File: src/design/vend_pkg.sv
`default_nettype none

package vend_pkg;

    typedef enum logic [2:0] {
        IDLE,
        TYPE,
        AMOUNT,
        PAYMENT,
        RELEASE,
        CHANGE
    } vend_state_t;

    typedef logic [6:0] money_t;    // whole units
    typedef logic [1:0] qty_t;

    typedef enum logic [1:0] {
        NONE,
        C,
        S,
        A
    } product_t;

    localparam int NUM_BTN = 5;

    // bit positions in the press vector
    typedef enum logic [2:0] {
        BTN_L,
        BTN_C,
        BTN_R,
        BTN_U,
        BTN_D
    } btn_idx_t;

    typedef logic [NUM_BTN-1:0] btn_vec_t;

    localparam money_t PRICE_C = 7'd5;
    localparam money_t PRICE_S = 7'd10;
    localparam money_t PRICE_A = 7'd15;

    localparam money_t COIN_L = 7'd1;
    localparam money_t COIN_C = 7'd5;
    localparam money_t COIN_R = 7'd10;

    localparam qty_t   MAX_QTY        = 2'd3;
    localparam money_t MONEY_MAX      = 7'd99;  // paid amount saturates here
    localparam int     RELEASE_BLINKS = 5;

endpackage

`default_nettype wire

File: src/design/disp_pkg.sv
`default_nettype none

package disp_pkg;

    localparam int NUM_DIGITS = 4;

    // 0..9 are plain digits
    typedef logic [3:0] digit_code_t;

    // index 3 is the leftmost digit
    typedef digit_code_t [NUM_DIGITS-1:0] disp_digits_t;

    typedef logic [6:0] seg_t;              // active low, g down to a
    typedef logic [NUM_DIGITS-1:0] an_t;    // active low digit enables

    localparam digit_code_t GLYPH_DASH  = 4'd10;
    localparam digit_code_t GLYPH_C     = 4'd11;
    localparam digit_code_t GLYPH_S     = 4'd12;
    localparam digit_code_t GLYPH_A     = 4'd13;
    localparam digit_code_t GLYPH_BLANK = 4'd14;

    localparam seg_t SEG_OFF = 7'b111_1111;

endpackage

`default_nettype wire

File: src/design/press_if.sv
`timescale 1ns/1ps
`default_nettype none

// button press pulses, conditioners to controller
interface press_if
    import vend_pkg::*;
();

    btn_vec_t press;    // one clk wide per press

    modport drv (
        output press
    );

    modport ctrl (
        input press
    );

endinterface

`default_nettype wire

File: src/design/tick_gen.sv
`timescale 1ns/1ps
`default_nettype none

module tick_gen #(
    parameter int SAMPLE_DIV = 100_000,
    parameter int SCAN_DIV   = 50_000,
    parameter int BLINK_DIV  = 100_000_000
) (
    input  logic clk,
    input  logic rst,
    output logic sample_tick,
    output logic scan_tick,
    output logic blink_tick
);

    localparam int NUM_TICKS = 3;

    logic [NUM_TICKS-1:0] ticks;

    for (genvar i = 0; i < NUM_TICKS; i++) begin : g_div
        localparam int DIV   = (i == 0) ? SAMPLE_DIV : (i == 1) ? SCAN_DIV : BLINK_DIV;
        localparam int CNT_W = $clog2(DIV + 1);

        logic [CNT_W-1:0] cnt;
        logic             tick_q;

        // tick is registered, so it lands DIV clocks after reset
        always_ff @(posedge clk or posedge rst) begin
            if (rst) begin
                cnt    <= '0;
                tick_q <= 1'b0;
            end else if (cnt == CNT_W'(DIV - 1)) begin
                cnt    <= '0;
                tick_q <= 1'b1;
            end else begin
                cnt    <= cnt + 1'b1;
                tick_q <= 1'b0;
            end
        end

        assign ticks[i] = tick_q;
    end

    assign sample_tick = ticks[0];
    assign scan_tick   = ticks[1];
    assign blink_tick  = ticks[2];

endmodule

`default_nettype wire

File: src/design/button_cond.sv
`timescale 1ns/1ps
`default_nettype none

module button_cond #(
    parameter int DEBOUNCE_LEN = 4
) (
    input  logic clk,
    input  logic rst,
    input  logic sample_tick,
    input  logic btn,
    output logic press
);

    logic [DEBOUNCE_LEN-1:0] samples;
    logic                    level;
    logic                    level_q;

    always_ff @(posedge clk or posedge rst) begin
        if (rst) begin
            samples <= '0;
        end else if (sample_tick) begin
            samples <= {samples[DEBOUNCE_LEN-2:0], btn};
        end
    end

    assign level = &samples;    // stable high over the whole window

    // rising edge of the debounced level
    always_ff @(posedge clk or posedge rst) begin
        if (rst) begin
            level_q <= 1'b0;
            press   <= 1'b0;
        end else begin
            level_q <= level;
            press   <= level & ~level_q;
        end
    end

endmodule

`default_nettype wire

File: src/design/vend_ctrl.sv
`timescale 1ns/1ps
`default_nettype none

module vend_ctrl
    import vend_pkg::*, disp_pkg::*;
(
    input  logic         clk,
    input  logic         rst,
    input  logic         blink_tick,
    press_if.ctrl        presses,
    output disp_digits_t digits,
    output logic [15:0]  led
);

    localparam int REL_W = $clog2(RELEASE_BLINKS + 1);

    vend_state_t      state, state_n;
    product_t         product, product_n;
    qty_t             qty, qty_n;
    money_t           paid, paid_n;
    money_t           total, total_n;
    money_t           balance, balance_n;
    logic [REL_W-1:0] rel_cnt, rel_cnt_n;
    logic [15:0]      led_n;
    btn_vec_t         press;
    logic             lcr_hit;
    money_t           coin;

    function automatic money_t unit_price(product_t p);
        case (p)
            C:       return PRICE_C;
            S:       return PRICE_S;
            A:       return PRICE_A;
            default: return '0;
        endcase
    endfunction

    function automatic digit_code_t letter(product_t p);
        case (p)
            C:       return GLYPH_C;
            S:       return GLYPH_S;
            A:       return GLYPH_A;
            default: return GLYPH_BLANK;
        endcase
    endfunction

    // L, C, R pick the product, priority in that order
    function automatic product_t pick_product(btn_vec_t p);
        if (p[BTN_L]) return C;
        else if (p[BTN_C]) return S;
        else return A;
    endfunction

    function automatic money_t coin_value(btn_vec_t p);
        if (p[BTN_L]) return COIN_L;
        else if (p[BTN_C]) return COIN_C;
        else return COIN_R;
    endfunction

    function automatic digit_code_t tens(money_t m);
        return digit_code_t'(m / money_t'(10));
    endfunction

    function automatic digit_code_t units(money_t m);
        return digit_code_t'(m % money_t'(10));
    endfunction

    assign press   = presses.press;
    assign lcr_hit = press[BTN_L] | press[BTN_C] | press[BTN_R];
    assign coin    = coin_value(press);

    always_comb begin
        state_n   = state;
        product_n = product;
        qty_n     = qty;
        paid_n    = paid;
        total_n   = total;
        balance_n = balance;
        rel_cnt_n = rel_cnt;
        case (state)
            IDLE: begin
                if (lcr_hit) begin
                    state_n   = TYPE;
                    product_n = pick_product(press);
                end
            end
            TYPE: begin
                if (lcr_hit) begin
                    product_n = pick_product(press);
                end else if (press[BTN_U]) begin
                    state_n = AMOUNT;
                    qty_n   = qty_t'(1);
                end else if (press[BTN_D]) begin
                    state_n   = IDLE;
                    product_n = NONE;
                end
            end
            AMOUNT: begin
                if (press[BTN_L]) begin
                    if (qty > qty_t'(1)) qty_n = qty - qty_t'(1);
                end else if (press[BTN_R]) begin
                    if (qty < MAX_QTY) qty_n = qty + qty_t'(1);
                end else if (press[BTN_U]) begin
                    state_n = PAYMENT;
                    total_n = money_t'(unit_price(product) * qty);
                    paid_n  = '0;
                end else if (press[BTN_D]) begin
                    state_n   = IDLE;
                    product_n = NONE;
                end
            end
            PAYMENT: begin
                if (paid >= total) begin
                    state_n   = RELEASE;
                    balance_n = paid - total;
                    rel_cnt_n = '0;
                end else if (lcr_hit) begin
                    if (coin <= MONEY_MAX - paid) paid_n = paid + coin;   // else dropped
                end else if (press[BTN_D]) begin
                    state_n   = CHANGE;
                    balance_n = paid;   // full refund
                end
            end
            RELEASE: begin
                if (blink_tick) begin
                    if (rel_cnt == REL_W'(RELEASE_BLINKS - 1)) begin
                        state_n = CHANGE;
                    end else begin
                        rel_cnt_n = rel_cnt + 1'b1;
                    end
                end
            end
            CHANGE: begin
                if (blink_tick) begin
                    if (balance == '0) begin
                        state_n   = IDLE;
                        product_n = NONE;
                    end else if (balance >= COIN_C) begin
                        balance_n = balance - COIN_C;
                    end else begin
                        balance_n = balance - COIN_L;
                    end
                end
            end
            default: state_n = IDLE;
        endcase
    end

    // blink only while staying in idle or release, dark otherwise
    always_comb begin
        led_n = '0;
        if (state_n == IDLE || state_n == RELEASE) begin
            led_n = (blink_tick && state_n == state) ? ~led : led;
        end
    end

    always_ff @(posedge clk or posedge rst) begin
        if (rst) begin
            state   <= IDLE;
            product <= NONE;
            qty     <= '0;
            paid    <= '0;
            total   <= '0;
            balance <= '0;
            rel_cnt <= '0;
            led     <= '0;
        end else begin
            state   <= state_n;
            product <= product_n;
            qty     <= qty_n;
            paid    <= paid_n;
            total   <= total_n;
            balance <= balance_n;
            rel_cnt <= rel_cnt_n;
            led     <= led_n;
        end
    end

    always_comb begin
        digits = {NUM_DIGITS{GLYPH_BLANK}};
        case (state)
            IDLE: begin
                if (led[0]) digits = {NUM_DIGITS{GLYPH_DASH}};  // in step with the leds
            end
            TYPE: begin
                digits[3] = letter(product);
                digits[1] = tens(unit_price(product));
                digits[0] = units(unit_price(product));
            end
            AMOUNT, RELEASE: begin
                digits[3] = letter(product);
                digits[0] = digit_code_t'(qty);
            end
            PAYMENT: begin
                digits[3] = tens(paid);
                digits[2] = units(paid);
                digits[1] = tens(total);
                digits[0] = units(total);
            end
            CHANGE: begin
                digits[1] = tens(balance);
                digits[0] = units(balance);
            end
            default: ;
        endcase
    end

endmodule

`default_nettype wire

File: src/design/seg_scan.sv
`timescale 1ns/1ps
`default_nettype none

module seg_scan
    import disp_pkg::*;
(
    input  logic         clk,
    input  logic         rst,
    input  logic         scan_tick,
    input  disp_digits_t digits,
    output an_t          an,
    output seg_t         seg
);

    localparam int SEL_W = $clog2(NUM_DIGITS);

    logic [SEL_W-1:0] sel;     // digit currently lit
    digit_code_t      code;

    always_ff @(posedge clk or posedge rst) begin
        if (rst) begin
            sel <= '0;
        end else if (scan_tick) begin
            if (sel == SEL_W'(NUM_DIGITS - 1)) begin
                sel <= '0;
            end else begin
                sel <= sel + 1'b1;
            end
        end
    end

    // one-cold enable follows sel
    always_comb begin
        an      = '1;
        an[sel] = 1'b0;
    end

    assign code = digits[sel];

    always_comb begin
        case (code)
            4'd0:        seg = 7'b100_0000;
            4'd1:        seg = 7'b111_1001;
            4'd2:        seg = 7'b010_0100;
            4'd3:        seg = 7'b011_0000;
            4'd4:        seg = 7'b001_1001;
            4'd5:        seg = 7'b001_0010;
            4'd6:        seg = 7'b000_0010;
            4'd7:        seg = 7'b111_1000;
            4'd8:        seg = 7'b000_0000;
            4'd9:        seg = 7'b001_0000;
            GLYPH_DASH:  seg = 7'b011_1111;   // middle bar only
            GLYPH_C:     seg = 7'b100_0110;
            GLYPH_S:     seg = 7'b001_0010;   // same shape as 5
            GLYPH_A:     seg = 7'b000_1000;
            GLYPH_BLANK: seg = SEG_OFF;
            default:     seg = SEG_OFF;
        endcase
    end

endmodule

`default_nettype wire

File: src/design/vend_top.sv
`timescale 1ns/1ps
`default_nettype none

module vend_top
    import vend_pkg::*, disp_pkg::*;
#(
    parameter int SAMPLE_DIV   = 100_000,
    parameter int SCAN_DIV     = 50_000,
    parameter int BLINK_DIV    = 100_000_000,
    parameter int DEBOUNCE_LEN = 4
) (
    input  logic        clk,
    input  logic        rst,
    input  logic        btn_l,
    input  logic        btn_c,
    input  logic        btn_r,
    input  logic        btn_u,
    input  logic        btn_d,
    output logic [15:0] led,
    output an_t         digit,
    output seg_t        display
);

    logic         sample_tick;
    logic         scan_tick;
    logic         blink_tick;
    btn_vec_t     btn_raw;
    disp_digits_t digits;

    press_if presses ();

    assign btn_raw[BTN_L] = btn_l;
    assign btn_raw[BTN_C] = btn_c;
    assign btn_raw[BTN_R] = btn_r;
    assign btn_raw[BTN_U] = btn_u;
    assign btn_raw[BTN_D] = btn_d;

    tick_gen #(
        .SAMPLE_DIV (SAMPLE_DIV),
        .SCAN_DIV   (SCAN_DIV),
        .BLINK_DIV  (BLINK_DIV)
    ) u_tick_gen (
        .clk         (clk),
        .rst         (rst),
        .sample_tick (sample_tick),
        .scan_tick   (scan_tick),
        .blink_tick  (blink_tick)
    );

    // one conditioner per button, each owns its press bit
    for (genvar i = 0; i < NUM_BTN; i++) begin : g_btn
        button_cond #(
            .DEBOUNCE_LEN (DEBOUNCE_LEN)
        ) u_button_cond (
            .clk         (clk),
            .rst         (rst),
            .sample_tick (sample_tick),
            .btn         (btn_raw[i]),
            .press       (presses.press[i])
        );
    end

    vend_ctrl u_vend_ctrl (
        .clk        (clk),
        .rst        (rst),
        .blink_tick (blink_tick),
        .presses    (presses.ctrl),
        .digits     (digits),
        .led        (led)
    );

    seg_scan u_seg_scan (
        .clk       (clk),
        .rst       (rst),
        .scan_tick (scan_tick),
        .digits    (digits),
        .an        (digit),
        .seg       (display)
    );

endmodule

`default_nettype wire

File: config.mk
export PLATFORM = sky130hd
export DESIGN_NAME = vend_top
export DESIGN_NICKNAME = d
export VERILOG_FILES = /design/src/design/vend_pkg.sv /design/src/design/disp_pkg.sv /design/src/design/press_if.sv /design/src/design/tick_gen.sv /design/src/design/button_cond.sv /design/src/design/vend_ctrl.sv /design/src/design/seg_scan.sv /design/src/design/vend_top.sv
export SDC_FILE = /design/constraint.sdc
export NUM_CORES = 1
export LEC_CHECK = 0
export BUFFER_PORTS_ARGS = -buffer_cell sky130_fd_sc_hd__buf_4
export CAP_MARGIN = 20
export CORE_MARGIN = 1.5
export CORE_UTILIZATION = 55
export CTS_BUF_LIST = sky130_fd_sc_hd__clkbuf_4 sky130_fd_sc_hd__clkbuf_8
export DETAILED_ROUTE_END_ITERATION = 8
export PLACE_DENSITY = 0.75
export SYNTH_ARGS = -nofsm -noshare
export SYNTH_HDL_FRONTEND = slang
export SYNTH_SLANG_ARGS = --single-unit
File: constraint.sdc
create_clock -name clk -period 5.7 [get_ports clk]
set_input_delay 0.855 -clock clk [delete_from_list [all_inputs] [get_ports clk]]
set_output_delay 0.855 -clock clk [all_outputs]
set_load 0.05 [all_outputs]
Yosys cells after proc, flatten, opt, wreduce, memory -nomap -nowiden. Memories as Yosys holds them, arrays and structs flattened. Cells that the tools add are included.

Register bits: 142. Bits in read-only memories: 112. Logic and storage cells: 213. Memories: 1.

Add/sub/neg operators: 12. Multipliers: 1. Div/mod/pow operators: 8. Magnitude comparators: 7. Equality and inequality tests: 36. Mux-type cells: 78. Bitwise logic cells: 16. Reductions and logical operators: 24.

Memory list: (name not given) (words 16, bits a word 7, rd ports 1, clocked after memory_dff 0, wr ports 0, RTL line seg_scan.sv:41) `case (code)`.

Operator list (number): 7-bit two-way mux (18); 3-bit two-way mux (17); 16-bit two-way mux (3); 2-bit two-way mux (16); 7-bit by 4-bit divider with 7-bit output (second input constant) (4); 7-bit by 4-bit modulo with 7-bit output (second input constant) (4); 7-bit case mux with 2 select lines (2); 4-bit AND reduction (7); 27-bit by 1-bit adder with 27-bit output (second input constant) (1); 27-bit equality test (second input constant) (1); 27-bit two-way mux (1); 4-bit case mux with 3 select lines (2); 2-bit inequality test (second input constant) (11); 4-bit case mux with 5 select lines (1); 3-bit case mux with 6 select lines (1); 17-bit by 1-bit adder with 17-bit output (second input constant) (1); 17-bit equality test (second input constant) (1); 17-bit two-way mux (1); 16-bit by 1-bit adder with 16-bit output (second input constant) (1); 16-bit equality test (second input constant) (1); 16-bit inverter (1); 4-bit case mux with 4 select lines (1); 15-bit two-way mux (1); 3-bit equality test (second input constant) (4); 48 further kinds (81).

Longest topological paths before layout.
Word-level depth: 9. Mapped depth: 18. Gate-level depth less buffers: 18.

By module. A second synthesis with hierarchy kept.

Cell total of the unflattened synthesis: 975. Area, all modules: 9057.4 µm².

Modules (own cells, without submodules): vend_ctrl (instances 1, cells an instance 575, area an instance 4458.0 µm²); tick_gen (instances 1, cells an instance 281, area an instance 2947.8 µm²); button_cond (instances 5, cells an instance 13, area an instance 217.7 µm²); seg_scan (instances 1, cells an instance 54, area an instance 563.0 µm²).

Worst setup path before layout. OpenSTA, ideal clock, no wires.

Path kind: register -> output. Start: reg u_vend_ctrl.paid[2]. End: out display[1]. Data arrival time: 4662 ps. Slack: 183 ps. Cell stages (with the launch flop): 19. Cell sequence: dfrtp_1 clkinv_1 ha_1 or3b_2 a211oi_2 nor2_1 o211ai_1 o21ai_0 ha_1 o31a_1 o221a_2 xnor2_1 a21oi_1 a311o_2 inv_1 ha_1 inv_1 mux2i_1 o21ai_0.

Word-level cells in the longest chain between the ends: 5. Elaborated cells between the ends (all ways): 7. Classes of those cells: div: 2; mux: 4; memory: 1.

Ends and longest elaborated chain: from (decl) (RTL line vend_ctrl.sv:20) `money_t paid, paid_n;`; from (signal assigned) (RTL line vend_ctrl.sv:171) `paid <= paid_n;`; 7-bit by 4-bit divider with 7-bit output or 7-bit by 4-bit modulo with 7-bit output (tied branches) (RTL line vend_ctrl.sv:61, vend_ctrl.sv:65); 4-bit case mux with 3 select lines or 4-bit case mux with 2 select lines (tied branches) (RTL line vend_ctrl.sv:181) `case (state)`; 4-bit binary-select mux with 2-bit select (*) (RTL line seg_scan.sv:38) `assign code = digits[sel];`; 4-bit two-way mux (not written as such) (*) (RTL line seg_scan.sv:38); memory 16 x 7 bit (*); to (decl) (RTL line vend_top.sv:21) `output seg_t display`.

Every way passes the cells marked *; elsewhere a longest branch is shown, timed or not. The select of a mux whose other input is x is not followed.

Final worst setup path.
Start: reg u_vend_ctrl.paid[2]. End: out display[4].

Same word-level chain as after synthesis.

==> summary.md <==
| Metric | Value |
|---|---|
| Status | `complete, no violations` |
| Port Buffers | `33` |
| Setup crit end kind | `output pin` |
| DRT antenna net count | `0` |
| # DRC | `0` |
| Hold crit path type | `reg2reg` |
| Fmax | `186 MHz` |
| Initial Utilization | `0.560` |
| Synth cell types | `93` |
| WS Path Type | `reg2out` |
| Final net count | `1039` |
| YS warnings | `0` |
| Net Sw Frac | `0.223` |
| RSZ-0062 raised after global routing | `false` |
| Part of the cycle the worst path needs | `0.943` |
| DIE HEIGHT | `130 um` |
| Synth top area share | `0.400` |
| CTS max path bufs | `2` |
| P&R area growth vs syn | `9.96%` |
| Total GRT Usage | `0.225` |
| Clock latency on the worst-skew pair | `0.45 ns` |
| Slew HR | `0.255` |
| Leak | `0.00440 uW` |
| Complex-gate fraction of the synthesized area | `0.145` |
| Mean Syn Cell Area | `9.23 um2` |
| Core area | `15800 um2` |
| Number of antenna violations at the first check in global routing | `0` |
| Tmin final | `5.37 ns` |
| Syn Nets | `1008` |
| Share of cells above drive strength 1 | `0.142` |
| Synthesized area | `8830 um2` |
| CTS tree | `built` |
| Crit Path Max Fanout | `5` |
| Vias | `6951` |
| Vias/cell | `5.72` |
| H-tree depth | `4` |
| Hold-fix buffers, CTS | `0` |
| Antenna Cells | `0` |
| VDD IR max | `208 uV` |
| Setup TNS | `0 ns` |
| Startpoint types | `flip-flop` |
| Pwr Density | `186 nW/um2` |
| Syn Inst Count | `957` |
| Mux share of post-synthesis cell area | `0.0459` |
| Grt total ovfl | `0` |
| Routed wire length | `18.5 mm` |
| Simple-gate share of the synthesized area | `0.213` |
| Combinational power share | `0.012` |
| Seq/Total Area, Yosys | `0.400` |
| First-pass GRT wire length | `30.2 mm` |
| Via count of the first global-routing pass | `6360` |
| Synth Register Bits | `141` |
| Largest area contributor in the netlist | `dfrtp_1` |
| Filler instances | `1365` |
| CP Data Arrival Time | `4.52 ns` |
| Final Hold Fails | `0` |
| CP required | `4.85 ns` |
| MaxCap Viol Count | `0` |
| Final setup viols | `0` |
| DRT Pass-1 Iters | `5` |
| DRT iter0 DRCs | `638` |
| Slew @ Worst Pin | `1.12 ns` |
| Placer Congestion | `0.944` |
| Wirelength per Cell | `15.2 um` |
| Most frequent cells in the layout | `dfrtp_1 (137), nor2_1 (109), nand2_1 (71), o21ai_0 (52)` |
| Clock Root Buffer | `clkbuf_8` |
| Die footprint | `16800 um2` |
| Top FF cell, synth | `dfrtp_1` |
| Largest net degree at the start of global routing | `101` |
| Sequential share of power | `0.555` |
| CTS sink count | `141` |
| Net Sw Power | `401 uW` |
| Area contributors post-synth | `dfrtp_1 (40%), ha_1 (5.8%), xnor2_1 (5.0%)` |
| TritonCTS Buffers | `17` |
| DIE WIDTH | `130 um` |
| EDFF count, synth | `0` |
| FP Rows | `46` |
| Max-slew violations | `0` |
| Largest family of logic cells by synthesized area | `simple AND/OR/NAND/NOR gates` |
| Post-DP HPWL | `12.9 mm` |
| Ys async rst share | `1.00` |
| Io pins | `34` |
| Post-synthesis xor/xnor area fraction | `0.0853` |
| Clk slew on worst S/H paths | `0.07 ns` |
| Post-Synth Adder-Cell Area | `0.0673` |
| Core Util, Final | `0.616` |
| Clock power frac | `0.433` |
| Commonest non-fill, non-tap cell in the layout | `dfrtp_1` |
| Setup Skew | `0.0176 ns` |
| Pint | `1400 uW` |
| R2R setup slack | `1.73 ns` |
state kept, by name (all words and copies together), names as in the netlist, 2 cells and up:
register,flops
u_vend_ctrl.total,6
u_vend_ctrl.balance,7
g_btn.u_button_cond.level_q,5
u_seg_scan.sel,2
u_vend_ctrl.product,2
g_btn.u_button_cond.press,5
u_vend_ctrl.qty,2
g_btn.u_button_cond.samples,20
u_vend_ctrl.state,3
u_vend_ctrl.led,16
u_vend_ctrl.rel_cnt,3
u_tick_gen.g_div.cnt,60
u_vend_ctrl.paid,7
cell usage after synthesis, types with 4 or more instances:
cell        n
a31oi_1     5
o21ai_1     4
ha_1       41
buf_2      13
nand4_1    17
nand2_1    71
nor2b_1    20
nor2_1    109
and2_1      9
or2_2       6
or3_1       6
o31ai_1    11
nand2b_1    7
xnor2_1    50
a211oi_1    6
nor3_1     23
clkbuf_1   21
o21ai_0    53
mux2i_1    15
o22ai_1     5
and4_1      6
nand3_1    40
a21oi_1    43
dfrtp_1   141
nand3b_1    5
inv_1      50
nor4b_1     5
o211ai_1    6
mux2_2     20
xor2_1     36
and3_1     18
layout make-up:
class,instances,area [um2],share of cell area
multi-input cells,724,4930,0.508
flip-flops and latches,141,3530,0.364
repair buffers,52,398,0.0410
well taps,216,270,0.0278
clock buffers,19,255,0.0263
inverters,52,200,0.0206
clock inverters,11,121,0.0125
per-layer routing:
| metal | global-route usage | wire length, um | vias to the layer above |
|---|---|---|---|
| met5 | 0 | 0 | - |
| met4 | 0.0843 | 338 | 0 |
| met3 | 0.0385 | 883 | 27 |
| met2 | 0.352 | 8640 | 175 |
| met1 | 0.317 | 8620 | 3316 |
| li1 | - | - | 3433 |
repair_timing:
item / CTS / global route
gates resized for setup: 1 / 10
pin swaps: 0 / 3
setup buffers: 0 / 8
cloned: 0 / 0
endpoints found under the setup margin: 3 / 6
worst max-delay path, cell delays in order, from the launching register on:
cell	delay, ns
dfrtp_2	0.44
buf_4	0.15
ha_1	0.22
or3b_4	0.41
a211oi_4	0.26
nor2_1	0.10
o211ai_1	0.17
o21ai_1	0.11
ha_1	0.23
o31a_1	0.12
o221a_2	0.29
o211ai_1	0.19
nand3_1	0.10
a32o_2	0.32
buf_4	0.16
ha_1	0.17
mux2_4	0.27
mux2i_1	0.15
buf_4	0.22
path summary, 6_finish.rpt:
check                                                    start  cells past startpoint                            to
worst max-delay path                       u_vend_ctrl.paid[2]                     18                    display[4]
worst min-delay path            g_btn[1].u_button_cond.level_q                      1  g_btn[1].u_button_cond.press
worst max register to register            u_vend_ctrl.total[1]                     12        u_vend_ctrl.balance[0]
worst min register to register  g_btn[1].u_button_cond.level_q                      1  g_btn[1].u_button_cond.press
max in group asynchronous                                  rst                      3          u_vend_ctrl.state[1]
min in group asynchronous                                  rst                      2   u_tick_gen.g_div[0].cnt[11]
power by group through the flow:
stage,Clock (uW),Sequential [uW],Combinational (uW)
6_report,781,1000,22.3
5_1_grt,840,999,27.3
4_1_cts,801,1000,24.0
3_5_place_dp,0,1020,24.2
3_3_place_gp,0,1020,24.0
2_1_floorplan,0,1020,14.5
kinds of logic after synthesis:
kind of cell | Yosys count
AND/OR/NAND/NOR | 367
buffers and inverters | 92
flip-flops | 141
AO/OA/AOI/OAI | 188
multiplexers | 37
XOR/XNOR | 86
adder cells (fa/ha/maj) | 46
stage by stage:
step	power [uW]	hold WS, ns	cell area, um2	std cells	worst slack, ns
2_1_floorplan	1030	0.378	8830	957	0.183
3_3_place_gp	1040	0.381	9240	1176	0.619
3_5_place_dp	1040	0.382	9240	1176	0.460
4_1_cts	1820	0.392	9620	1206	0.0338
5_1_grt	1870	0.402	9710	1215	0.0122
6_report	1800	0.392	9710	1215	0.325
Note: power is estimated with default switching activity, not from simulation.
